### config.mk
export PLATFORM = sky130hd
export DESIGN_NAME = gameTop
export DESIGN_NICKNAME = d
export VERILOG_FILES = /design/src/rtl/segPkg.sv /design/src/rtl/gamePkg.sv /design/src/rtl/gameTop.sv /design/src/rtl/segDecoder.sv /design/src/rtl/gameCtrl.sv /design/src/rtl/questionGen.sv /design/src/rtl/btnSync.sv
export VERILOG_INCLUDE_DIRS = /design/src /design/src/rtl
export SDC_FILE = /design/constraint.sdc
export NUM_CORES = 1
export LEC_CHECK = 0
export ABC_AREA = 0
export ABC_CLOCK_PERIOD_IN_PS = 7200
export BUFFER_PORTS_ARGS = -buffer_cell sky130_fd_sc_hd__buf_2
export CAP_MARGIN = 20
export CORE_AREA = 2 2 94 96
export CTS_CLUSTER_DIAMETER = 100
export CTS_CLUSTER_SIZE = 24
export DETAILED_ROUTE_END_ITERATION = 6
export DIE_AREA = 0 0 96 98
export PLACE_DENSITY = 0.63
export SLEW_MARGIN = 20
export SYNTH_ARGS = -nofsm -noshare
export SYNTH_HDL_FRONTEND = slang
export SYNTH_SLANG_ARGS = --single-unit
### constraint.sdc
create_clock -name CLK -period 7.2 [get_ports CLK]
set_input_delay 1.8 -clock CLK [delete_from_list [all_inputs] [get_ports CLK]]
set_output_delay 1.8 -clock CLK [all_outputs]
set_load 0.03 [all_outputs]
### src/rtl/game_macros.svh
`ifndef GAME_MACROS_SVH
`define GAME_MACROS_SVH

`define ROUND_COUNT      4          // Rounds per match
`define QUESTION_CYCLES  64         // Digit shown this long
`define INPUT_CYCLES     400        // Tap window
`define RESULT_CYCLES    32         // GOOD, WRONG or OUCH shown this long
`define DEBOUNCE_CYCLES  4          // Stable cycles before a level is accepted
`define LFSR_SEED        16'hACE1   // Any nonzero value

`endif
### src/rtl/segPkg.sv
package segPkg;

    // Active low, bit 0 is segment a, bit 6 is segment g
    typedef logic [6:0] seg_t;

    localparam seg_t SEG_DIGIT0 = 7'b1000000;
    localparam seg_t SEG_DIGIT1 = 7'b1111001;
    localparam seg_t SEG_DIGIT2 = 7'b0100100;
    localparam seg_t SEG_DIGIT3 = 7'b0110000;
    localparam seg_t SEG_DIGIT4 = 7'b0011001;
    localparam seg_t SEG_DIGIT5 = 7'b0010010;
    localparam seg_t SEG_DIGIT6 = 7'b0000010;
    localparam seg_t SEG_DIGIT7 = 7'b1011000;   // Board style seven with the f bar
    localparam seg_t SEG_DIGIT8 = 7'b0000000;
    localparam seg_t SEG_DIGIT9 = 7'b0010000;

    localparam seg_t SEG_E     = 7'b0000110;    // Ready prompt
    localparam seg_t SEG_G     = 7'b1000010;    // Good
    localparam seg_t SEG_F     = 7'b0001110;    // Fail
    localparam seg_t SEG_O     = 7'b1000000;    // Ouch, same bits as zero
    localparam seg_t SEG_B     = 7'b0000011;    // Lower case b, beat
    localparam seg_t SEG_L     = 7'b1000111;    // Lose
    localparam seg_t SEG_DASH  = 7'b0111111;    // Only g lit
    localparam seg_t SEG_BLANK = 7'b1111111;    // All off

endpackage

### src/rtl/gamePkg.sv
package gamePkg;

    // Encodings match the board LED view of the state
    typedef enum logic [3:0] {
        IDLE     = 4'b0000,         // Reset only
        READY    = 4'b0010,         // Waiting for start
        QUESTION = 4'b0011,         // Digit on display
        INPUT    = 4'b0100,         // Tap window
        DRAW     = 4'b0110,         // Final, tie
        WRONG    = 4'b0111,         // Round result, count mismatch
        GOOD     = 4'b1000,         // Round result, count match
        OUCH     = 4'b1001,         // Round result, early tap
        WIN      = 4'b1010,         // Final, more goods
        LOSE     = 4'b1011          // Final, more failures
    } gameState_t;

    typedef logic [3:0] digit_t;    // Question digit or tap count
    typedef logic [2:0] score_t;    // Round tally

    function automatic logic isResult(gameState_t s);
        return (s == GOOD) || (s == WRONG) || (s == OUCH);
    endfunction

    function automatic logic isFinal(gameState_t s);
        return (s == WIN) || (s == LOSE) || (s == DRAW);
    endfunction

endpackage

### src/rtl/gameTop.sv
module gameTop import gamePkg::*; (
    input  logic       CLK,
    input  logic       rstN,
    input  logic       startBtn,
    input  logic       tapBtn,
    output logic [6:0] nHex,
    output logic [3:0] gameState        // LED view of the state
);

    logic       startPress;
    logic       tapPress;
    digit_t     digit;
    gameState_t state;
    digit_t     question;
    digit_t     tapCount;

    assign gameState = state;

    btnSync startSync (
        .CLK   (CLK),
        .rstN  (rstN),
        .raw   (startBtn),
        .press (startPress)
    );

    btnSync tapSync (
        .CLK   (CLK),
        .rstN  (rstN),
        .raw   (tapBtn),
        .press (tapPress)
    );

    questionGen questionGen (
        .CLK   (CLK),
        .rstN  (rstN),
        .digit (digit)
    );

    gameCtrl gameCtrl (
        .CLK        (CLK),
        .rstN       (rstN),
        .startPress (startPress),
        .tapPress   (tapPress),
        .nextDigit  (digit),
        .state      (state),
        .question   (question),
        .tapCount   (tapCount)
    );

    segDecoder segDecoder (
        .state    (state),
        .question (question),
        .tapCount (tapCount),
        .nHex     (nHex)
    );

endmodule

### src/rtl/segDecoder.sv
module segDecoder import gamePkg::*, segPkg::*; (
    input  gameState_t state,
    input  digit_t     question,
    input  digit_t     tapCount,
    output seg_t       nHex             // Active low segments
);

    always_comb begin
        case (state)
            READY:    nHex = SEG_E;
            QUESTION: begin
                case (question)
                    4'd0:    nHex = SEG_DIGIT0;
                    4'd1:    nHex = SEG_DIGIT1;
                    4'd2:    nHex = SEG_DIGIT2;
                    4'd3:    nHex = SEG_DIGIT3;
                    4'd4:    nHex = SEG_DIGIT4;
                    4'd5:    nHex = SEG_DIGIT5;
                    4'd6:    nHex = SEG_DIGIT6;
                    4'd7:    nHex = SEG_DIGIT7;
                    4'd8:    nHex = SEG_DIGIT8;
                    4'd9:    nHex = SEG_DIGIT9;
                    default: nHex = SEG_BLANK;
                endcase
            end
            INPUT: begin
                // Coarse bar so the player cannot read the exact count
                if (tapCount <= 4'd4) begin
                    nHex = SEG_DASH;
                end else if (tapCount <= 4'd8) begin
                    nHex = SEG_DIGIT1;
                end else if (tapCount == 4'd9) begin
                    nHex = SEG_DIGIT2;
                end else begin
                    nHex = SEG_BLANK;           // Overshoot
                end
            end
            GOOD:     nHex = SEG_G;
            WRONG:    nHex = SEG_F;
            OUCH:     nHex = SEG_O;
            DRAW:     nHex = SEG_BLANK;         // Tie shows nothing
            WIN:      nHex = SEG_B;
            LOSE:     nHex = SEG_L;
            default:  nHex = SEG_BLANK;         // IDLE
        endcase
    end

endmodule

### src/rtl/gameCtrl.sv
`include "game_macros.svh"

module gameCtrl import gamePkg::*; (
    input  logic       CLK,
    input  logic       rstN,
    input  logic       startPress,
    input  logic       tapPress,
    input  digit_t     nextDigit,       // From the LFSR, sampled on QUESTION entry
    output gameState_t state,
    output digit_t     question,
    output digit_t     tapCount
);

    localparam int MaxWindow =
        (`INPUT_CYCLES > `QUESTION_CYCLES) ?
            ((`INPUT_CYCLES > `RESULT_CYCLES) ? `INPUT_CYCLES : `RESULT_CYCLES) :
            ((`QUESTION_CYCLES > `RESULT_CYCLES) ? `QUESTION_CYCLES : `RESULT_CYCLES);
    localparam int TimerW = $clog2(MaxWindow + 1);
    localparam int RoundW = $clog2(`ROUND_COUNT + 1);
    localparam logic [RoundW-1:0] RoundLast = RoundW'(`ROUND_COUNT);

    gameState_t        stateNext;
    logic [TimerW-1:0] timer;           // Cycles left in this phase
    logic [TimerW-1:0] windowLoad;      // Reload for the state being entered
    logic              timerDone;
    logic              entering;        // First cycle of a new state follows
    digit_t            tapNext;
    logic [RoundW-1:0] roundCnt;        // Rounds finished this match
    score_t            goodCnt;
    score_t            failCnt;         // WRONG plus OUCH

    assign timerDone = (timer == '0);
    assign entering  = (stateNext != state);
    assign tapNext   = (tapPress && tapCount != 4'hF) ? tapCount + 4'd1 : tapCount;  // Saturate

    always_comb begin
        stateNext = state;
        case (state)
            IDLE:     stateNext = READY;            // Leave reset state at once
            READY:    if (startPress) stateNext = QUESTION;
            QUESTION: begin
                if (tapPress) begin
                    stateNext = OUCH;               // Tapped too early
                end else if (timerDone) begin
                    stateNext = INPUT;
                end
            end
            INPUT:    if (timerDone) stateNext = (tapNext == question) ? GOOD : WRONG;
            GOOD, WRONG, OUCH: begin
                if (timerDone) begin
                    if (roundCnt < RoundLast) begin
                        stateNext = QUESTION;       // Next round
                    end else if (goodCnt > failCnt) begin
                        stateNext = WIN;
                    end else if (goodCnt < failCnt) begin
                        stateNext = LOSE;
                    end else begin
                        stateNext = DRAW;
                    end
                end
            end
            WIN, LOSE, DRAW: if (startPress) stateNext = READY;
            default:  stateNext = IDLE;
        endcase
    end

    always_comb begin
        case (stateNext)
            QUESTION:          windowLoad = TimerW'(`QUESTION_CYCLES - 1);
            INPUT:             windowLoad = TimerW'(`INPUT_CYCLES - 1);
            GOOD, WRONG, OUCH: windowLoad = TimerW'(`RESULT_CYCLES - 1);
            default:           windowLoad = '0;    // Untimed states
        endcase
    end

    always_ff @(posedge CLK or negedge rstN) begin
        if (!rstN) begin
            state    <= IDLE;
            timer    <= '0;
            question <= '0;
            tapCount <= '0;
            roundCnt <= '0;
            goodCnt  <= '0;
            failCnt  <= '0;
        end else begin
            state <= stateNext;

            if (entering) begin
                timer <= windowLoad;                // Reload on every entry
            end else if (!timerDone) begin
                timer <= timer - 1'b1;
            end

            if (entering && stateNext == QUESTION) begin
                question <= nextDigit;              // Fresh digit per round
                tapCount <= '0;
            end else if (state == INPUT) begin
                tapCount <= tapNext;
            end

            if (entering && isResult(stateNext)) begin
                roundCnt <= roundCnt + 1'b1;
                if (stateNext == GOOD) begin
                    goodCnt <= goodCnt + 3'd1;
                end else begin
                    failCnt <= failCnt + 3'd1;
                end
            end else if (entering && isFinal(state)) begin
                roundCnt <= '0;                     // New match from READY
                goodCnt  <= '0;
                failCnt  <= '0;
            end
        end
    end

    assert property (@(posedge CLK) disable iff (!rstN)
        state inside {IDLE, READY, QUESTION, INPUT, DRAW, WRONG, GOOD, OUCH, WIN, LOSE})
        else $error("gameCtrl: illegal state %b", state);

    // Verdict must come before the tally runs past the match length
    assert property (@(posedge CLK) disable iff (!rstN) roundCnt <= RoundLast)
        else $error("gameCtrl: round counter %0d past limit", roundCnt);

endmodule

### src/rtl/questionGen.sv
`include "game_macros.svh"

module questionGen import gamePkg::*; (
    input  logic   CLK,
    input  logic   rstN,
    output digit_t digit        // Always 0 to 9
);

    logic [15:0] lfsr;
    logic        feedback;
    logic [3:0]  lowBits;
    digit_t      folded;

    // Fibonacci form, taps 16 14 13 11, period 2^16 - 1
    assign feedback = lfsr[15] ^ lfsr[13] ^ lfsr[12] ^ lfsr[10];
    assign lowBits  = lfsr[3:0];
    assign folded   = (lowBits >= 4'd10) ? lowBits - 4'd10 : lowBits;  // 10..15 map to 0..5

    always_ff @(posedge CLK or negedge rstN) begin
        if (!rstN) begin
            lfsr  <= `LFSR_SEED;
            digit <= '0;
        end else begin
            lfsr  <= {lfsr[14:0], feedback};  // Advance every cycle
            digit <= folded;
        end
    end

    // The controller samples digit with no handshake, so it must be legal every cycle
    assert property (@(posedge CLK) disable iff (!rstN) digit <= 4'd9)
        else $error("questionGen: digit %0d out of range", digit);

endmodule

### src/rtl/btnSync.sv
`include "game_macros.svh"

module btnSync (
    input  logic CLK,
    input  logic rstN,
    input  logic raw,       // Asynchronous button level
    output logic press      // One cycle per accepted rising level
);

    localparam int CntW = $clog2(`DEBOUNCE_CYCLES + 1);
    localparam logic [CntW-1:0] CntLast = CntW'(`DEBOUNCE_CYCLES - 1);

    logic [1:0]      syncQ;         // Metastability chain
    logic            syncLevel;
    logic            stableLevel;   // Last accepted level
    logic [CntW-1:0] stableCnt;     // Cycles the new level has held

    assign syncLevel = syncQ[1];

    always_ff @(posedge CLK or negedge rstN) begin
        if (!rstN) begin
            syncQ       <= '0;
            stableLevel <= 1'b0;
            stableCnt   <= '0;
            press       <= 1'b0;
        end else begin
            syncQ <= {syncQ[0], raw};
            press <= 1'b0;                          // Default no pulse
            if (syncLevel == stableLevel) begin
                stableCnt <= '0;                    // Bounce back, restart
            end else if (stableCnt == CntLast) begin
                stableLevel <= syncLevel;           // Level accepted
                stableCnt   <= '0;
                press       <= syncLevel;           // Pulse on rising only
            end else begin
                stableCnt <= stableCnt + 1'b1;
            end
        end
    end

    // A single accepted edge never yields a stretched pulse
    assert property (@(posedge CLK) disable iff (!rstN) press |=> !press)
        else $error("btnSync: press high two cycles in a row");

endmodule

==> impl_metrics.py, run 1 <==
metrics = {
    "placed_design": {
        "postPlaceCellArea_um2": 3840,
        "place_congestion": 0.877,
        "portBuffers": 14,
        "dp_hpwl_um": 5190,
    },
    "cells_and_area": {
        "antenna_cells": 0,
        "final_util": 0.475,
        "layout-drive-gt1-share": 0.180,
        "fin_area_um2": 4020,
        "synthToLayoutAreaGrowth_pct": 8.81,
        "fill_cells": 842,
        "final_nets": 402,
    },
    "route": {
        "antenna_left": 0,
        "viasPerCell": 5.56,
        "vias": 2732,
        "wl_per_cell_um": 14.9,
        "drc": 0,
        "dr.first_iter.drc_count": 124,
        "firstDrtPassIters": 4,
        "wl_um": 7310,
    },
    "synth": {
        "seq_area_frac_synth": 0.430,
        "synth_top_family_by_area": "compound AO/OA/AOI/OAI gates",
        "synth_async_sr_flop_share": 1.00,
        "syn-num-nets": 390,
        "avgSynthCellArea_um2": 10.1,
        "synth-main-ff-cell": "dfrtp_1",
        "yosys_warnings": 0,
        "synth_edf_count": 0,
        "synth_fa_ha_area_frac": 0.0678,
        "synth-compound-area-share": 0.200,
        "yosys_register_bits": 63,
        "syn_area_um2": 3690,
        "synth_xor_xnor_area_share": 0.0380,
        "synthSimpleGateAreaFrac": 0.188,
        "netlist_instances": 366,
        "yosysUniqueCellTypes": 67,
        "synth_mux_area_frac": 0.0386,
    },
    "setup_path": {
        "cpPeakStageDelay_ns": 0.79,
        "reg2reg_to": "gameCtrl.question[3]$_DFFE_PN0P_",
        "end_kind": "output port",
        "crit_fanout": 25,
        "rr_startpoint": "gameCtrl.state[3]$_DFF_PN0_",
        "reg2reg_depth": 7,
        "cp.required_ns": 5.40,
        "crit_path_start": "gameCtrl.state[2]$_DFF_PN0_",
        "r2r_slack_ns": 3.66,
        "crit_arrival_ns": 2.39,
        "crit_buf_inv": 1,
        "critPathLaunchType": "register",
        "critical_path_depth": 5,
        "cp_slowest_cell": "dfrtp_1",
        "worstPathCellList": "nand2b_1 -> nor3_1 -> nand2_1 -> o221ai_1 -> buf_2",
        "crit_type": "reg2out",
        "critPathTopFamily": "simple AND/OR/NAND/NOR gates",
    },
    "sta": {
        "finalCriticalPeriod_ns": 4.19,
        "hold_viol_final": 0,
        "skew_ns": 0.00953,
        "rsz0062_at_grt": "false",
        "fin_crit_sh": 0.581,
        "setup_tns_ns": 0,
        "worst_pin_slew_ns": 0.788,
        "fmax_mhz": 239,
        "finalSetupViolCount": 0,
        "maxSlewHeadroom": 0.473,
        "final_max_slew_viol_count": 0,
    },
    "clock_network": {
        "clock-sinks": 63,
        "cts_inserted_buffers": 9,
        "hold_buffers": 0,
        "cts_root_buf": "clkbuf_8",
        "cts_tree": "done",
        "post_cts_buffers": 0,
        "clk_pin_slew_ns": 0.08,
        "postCtsResizedCells": 0,
        "htreeDepth": 3,
        "clock_path_buffers": 2,
        "clkLatencyLatePin_ns": 0.34,
    },
    "run_status": {
        "status": "finished, final reports clean",
    },
    "floorplan": {
        "io_pins": 15,
        "start_util": 0.436,
        "die_x_um": 96,
        "num_rows": 34,
        "dieArea_um2": 9410,
        "core_area_um2": 8470,
        "die_y_um": 98,
    },
    "grt": {
        "grt.total_usage": 0.172,
        "grt_pass1_vias": 2675,
        "grt_pass1_wl_um": 12800,
        "antenna_found_initial": 0,
        "grt_overflow": 0,
        "grt_max_degree": 64,
    },
    "hold_path": {
        "hold_class": "reg2reg",
        "min_to": "startSync.syncQ[1]$_DFF_PN0_",
        "hold_depth": 0,
        "hp-start": "startSync.syncQ[0]$_DFF_PN0_",
    },
    "flow_run": {
        "cap_viol_max_count": 0,
    },
    "power_and_ir_drop": {
        "cellPowerDensity_nw_per_um2": 380,
        "peakVddDrop_v": 0.000146,
        "p_leak_nw": 1.71,
        "power_mw": 1.53,
    },
}
-- area by class of cell --
| class | count | area [um2] | share of cell area |
|---|---|---|---|
| Clock buffer | 9 | 124 | 0.0308 |
| Clock inverter | 7 | 55.1 | 0.0137 |
| Inverter | 19 | 71.3 | 0.0178 |
| Multi-Input combinational cell | 270 | 1970 | 0.490 |
| Sequential cell | 63 | 1590 | 0.395 |
| Tap cell | 108 | 135 | 0.0336 |
| Timing Repair Buffer | 15 | 77.6 | 0.0193 |
-- synthesized netlist by cell type, drive strengths merged (2+ instances only) --
library cell	number	area [um2]
a211oi	5	67.6
a21o	4	30.0
a21oi	27	146
a22oi	3	22.5
a31oi	4	25.0
and2	3	18.8
and3b	2	17.5
buf	7	40.0
clkbuf	7	26.3
dfrtp	55	1380
dfstp	8	210
ha	20	250
inv	19	71.3
mux2	6	82.6
mux2i	6	60.1
nand2	21	83.8
nand2b	7	43.8
nand3	14	70.1
nor2	25	96.4
nor2b	11	68.8
nor3	8	45.0
nor3b	7	52.6
nor4	3	25.0
nor4b	2	38.8
o2111ai	4	35.0
o211ai	5	42.5
o21a	7	52.6
o21ai	24	120
o221ai	3	26.3
o22ai	7	50.1
o31ai	2	28.8
or3	2	12.5
or3b	3	26.3
or4	3	26.3
or4b	2	27.5
xnor2	14	123
xor2	2	17.5
-- registers in the layout, summed over array words and instances, names as in the netlist, 4 cells and up --
name and cells:
questionGen.lfsr 15, gameCtrl.timer 9, gameCtrl.question 4, gameCtrl.state 4, gameCtrl.tapCount 4, questionGen.digit 4
-- cells by family after synthesis --
group,count (synthesis)
AOI/OAI and AO/OA,104
xor gates and xnor gates,16
adders and majority gates,20
buffers and inverters,33
DFF,63
muxes,12
and+or+nand+nor,118
-- worst reg2reg max path: stages (launching register included) --
cell and delay, ns:
dfrtp_1 0.70, nor3b_1 0.62, a21oi_1 0.19, nor3_1 0.57, o31ai_4 0.13, a211oi_4 0.65, nor4b_4 0.23, mux2_4 0.35
-- how the worst max path moves through the flow --
stage	end	slack (ns)
final	nHex[1]	3.01
after global routing	nHex[1]	2.74
after CTS	nHex[1]	3.00
after detailed placement	nHex[1]	3.39
after global placement	nHex[1]	3.43
after floorplan	nHex[2]	3.44
-- metrics by stage --
step                      setup slack [ns]  std cells  hold WS [ns]
after floorplan                       3.44        366         0.331
after global placement                3.43        475         0.332
after detailed placement              3.39        475         0.336
after CTS                             3.00        491         0.354
after global routing                  2.74        491         0.365
final                                 3.01        491         0.350
-- cell usage in the layout (no fill, tap or decap), types with 3 or more instances in the layout --
cell type / synthesis / final
a21o_1: 4 / 4
a21oi_1: 24 / 24
a21oi_2: 3 / 3
a22oi_1: 3 / 3
a31oi_1: 4 / 4
and2_1: 3 / 3
buf_2: 5 / 14
clkbuf_8: 0 / 9
dfrtp_1: 55 / 55
dfstp_2: 8 / 8
ha_1: 20 / 20
inv_1: 19 / 19
inv_6: 0 / 3
mux2_4: 4 / 4
mux2i_1: 6 / 6
nand2_1: 19 / 19
nand2b_1: 7 / 7
nand3_1: 14 / 14
nor2_1: 24 / 24
nor2b_1: 11 / 11
nor3_1: 7 / 7
nor3b_1: 7 / 7
o2111ai_1: 4 / 4
o211ai_1: 4 / 4
o21a_1: 7 / 7
o21ai_0: 18 / 18
o21ai_1: 6 / 6
o221ai_1: 3 / 3
o22ai_1: 6 / 6
or3b_2: 3 / 3
xnor2_1: 14 / 14
-- where the power goes --
| group | leakage (nW) | internal, mW | switching, mW |
|---|---|---|---|
| registers | 0.803 | 0.421 | 0.0888 |
| clock network | 0.0866 | 0.128 | 0.149 |
| logic | 0.821 | 0.295 | 0.446 |
-- routing by layer --
| metal | vias up | share of wire | routed length (um) | GRT usage |
|---|---|---|---|---|
| met3 | 11 | 0.029 | 210 | 0.0378 |
| met4 | 0 | 0.016 | 114 | 0.0593 |
| met1 | 1323 | 0.49 | 3550 | 0.242 |
| met2 | 47 | 0.47 | 3430 | 0.261 |
| met5 | - | 0 | 0 | 0 |
| li1 | 1351 | - | - | - |
No activity file was read; power rests on OpenSTA's default activity.
==> run 2, diff against run 1 <==
ABC_CLOCK_PERIOD_IN_PS = 4200   (was 7200)
clock period = 4.2 ns   (was 7.2 ns; I/O delays follow)
==> impl_metrics.py, run 2 (same netlist as run 1, synthesis figures left out) <==
metrics = {
    "floorplan": {
        "io_pins": 15,
        "start_util": 0.436,
        "core_area_um2": 8470,
        "num_rows": 34,
        "die_x_um": 96,
        "die_y_um": 98,
        "dieArea_um2": 9410,
    },
    "placed_design": {
        "preCtsSetupSlack_ns": 0.785,
        "dp_hpwl_um": 5390,
        "postPlaceCellArea_um2": 3850,
        "place_congestion": 0.819,
        "portBuffers": 14,
    },
    "clock_network": {
        "clk_pin_slew_ns": 0.08,
        "cts_root_buf": "clkbuf_8",
        "post_cts_buffers": 0,
        "clock-sinks": 63,
        "htreeDepth": 3,
        "hold_buffers": 0,
        "cts_inserted_buffers": 9,
        "postCtsResizedCells": 0,
        "clkLatencyLatePin_ns": 0.34,
        "cts_tree": "done",
        "clock_path_buffers": 2,
    },
    "sta": {
        "finalSetupViolCount": 0,
        "skew_ns": 0.0105,
        "setup_tns_ns": 0,
        "final_max_slew_viol_count": 0,
        "hold_ws_ns": 0.348,
        "fmax_mhz": 289,
        "fin_ws_ns": 0.738,
        "worst_pin_slew_ns": 0.744,
        "fin_crit_sh": 0.824,
        "rsz0062_at_grt": "false",
        "hold_viol_final": 0,
        "maxSlewHeadroom": 0.503,
        "finalCriticalPeriod_ns": 3.46,
    },
    "grt": {
        "antenna_found_initial": 0,
        "grt_pass1_vias": 2688,
        "grt_overflow": 0,
        "use_met3": 0.0370,
        "grt_pass1_wl_um": 12500,
        "busiest_layer": "met2",
        "grt.met1_usage": 0.240,
        "grt_max_degree": 27,
        "grt_util_met2": 0.264,
        "grt.total_usage": 0.172,
    },
    "cells_and_area": {
        "final_cell_mix": "55 x dfrtp_1, 24 x nor2_1, 24 x a21oi_1",
        "final_common_cell": "dfrtp_1",
        "final_nets": 404,
        "fill_cells": 803,
        "layout-drive-gt1-share": 0.184,
        "multiInputGateArea_um2": 1970,
        "antenna_cells": 0,
        "register_area_um2": 1590,
        "largest_reg_flops": 15,
        "fin_area_um2": 4080,
        "top_register": "questionGen.lfsr",
        "reg_top3": "questionGen.lfsr x15, gameCtrl.timer x9",
        "synthToLayoutAreaGrowth_pct": 10.6,
    },
    "power_and_ir_drop": {
        "cellPowerDensity_nw_per_um2": 673,
        "peakVddDrop_v": 0.000329,
        "p_leak_nw": 1.74,
        "power_mw": 2.75,
    },
    "route": {
        "wl_um": 7390,
        "antenna_left": 0,
        "vias": 2762,
        "wl_per_cell_um": 15.0,
        "dr.first_iter.drc_count": 84,
        "viasPerCell": 5.60,
        "drc": 0,
        "firstDrtPassIters": 4,
    },
    "hold_path": {
        "hold_class": "reg2reg",
    },
    "flow_run": {
        "cap_viol_max_count": 0,
    },
    "setup_path": {
        "crit_fanout": 16,
        "cp.required_ns": 4.42,
        "crit_arrival_ns": 3.69,
        "critPathLaunchType": "register",
        "end_kind": "register",
        "crit_type": "reg2reg",
    },
    "run_status": {
        "status": "finished, final reports clean",
    },
}
[run 2: cell count changes in the layout (fill, tap and decap cells not counted)]
cell	previous run	this run
clkinv_2	1	0
buf_4	1	3
inv_6	3	1
clkbuf_8	9	10
bufinv_16	0	2
[run 2: path summary, 6_finish.rpt]
check                                              startpoint  slack, ns                                to  depth (start not counted)
worst max-delay path            gameCtrl.timer[0]$_DFFE_PN0P_       0.74  gameCtrl.question[1]$_DFFE_PN0P_                          9
worst min-delay path               tapSync.syncQ[0]$_DFF_PN0_       0.35        tapSync.syncQ[1]$_DFF_PN0_                          0
worst max register to register  gameCtrl.timer[0]$_DFFE_PN0P_       0.74  gameCtrl.question[1]$_DFFE_PN0P_                          9
worst min register to register     tapSync.syncQ[0]$_DFF_PN0_       0.35        tapSync.syncQ[1]$_DFF_PN0_                          0
max in group asynchronous                                rstN       2.74    questionGen.lfsr[10]$_DFF_PN1_                          2
min in group asynchronous                                rstN       0.69   gameCtrl.failCnt[0]$_DFFE_PN0P_                          1
[run 2: power breakdown]
| part | leakage [nW] | switching (mW) | internal, mW |
|---|---|---|---|
| registers | 0.803 | 0.158 | 0.721 |
| clock network | 0.109 | 0.242 | 0.353 |
| logic | 0.831 | 0.767 | 0.507 |
| total | 1.74 | 1.17 | 1.58 |
[run 2: metal layers]
layer	vias up	wire length [um]
met3	8	267
met4	0	78
met1	1350	3530
met5	-	0
li1	1354	-
met2	50	3520
[run 2: worst max-delay path, cell delays in order, from the launching register on]
cell	delay [ns]
dfrtp_1	0.38
inv_1	0.13
ha_1	0.18
or4b_4	0.48
nor2_2	0.51
a22oi_1	0.21
o22ai_2	0.25
a211oi_4	0.16
nor4b_4	0.69
mux2_4	0.35
[run 2: layout make-up]
class                      instances  share of cell area
clock inverter                     6              0.0227
timing repair buffer              17              0.0227
tap                              108              0.0331
sequential                        63               0.388
clock buffer                      10              0.0337
multi-input combinational        270               0.482
inverter                          19              0.0175
[run 2: through the flow]
stage	cells	util
floorplan	366	-
global route	493	0.482
finish	493	0.482
CTS	493	0.482
detailed placement	477	0.455
global placement	477	0.455
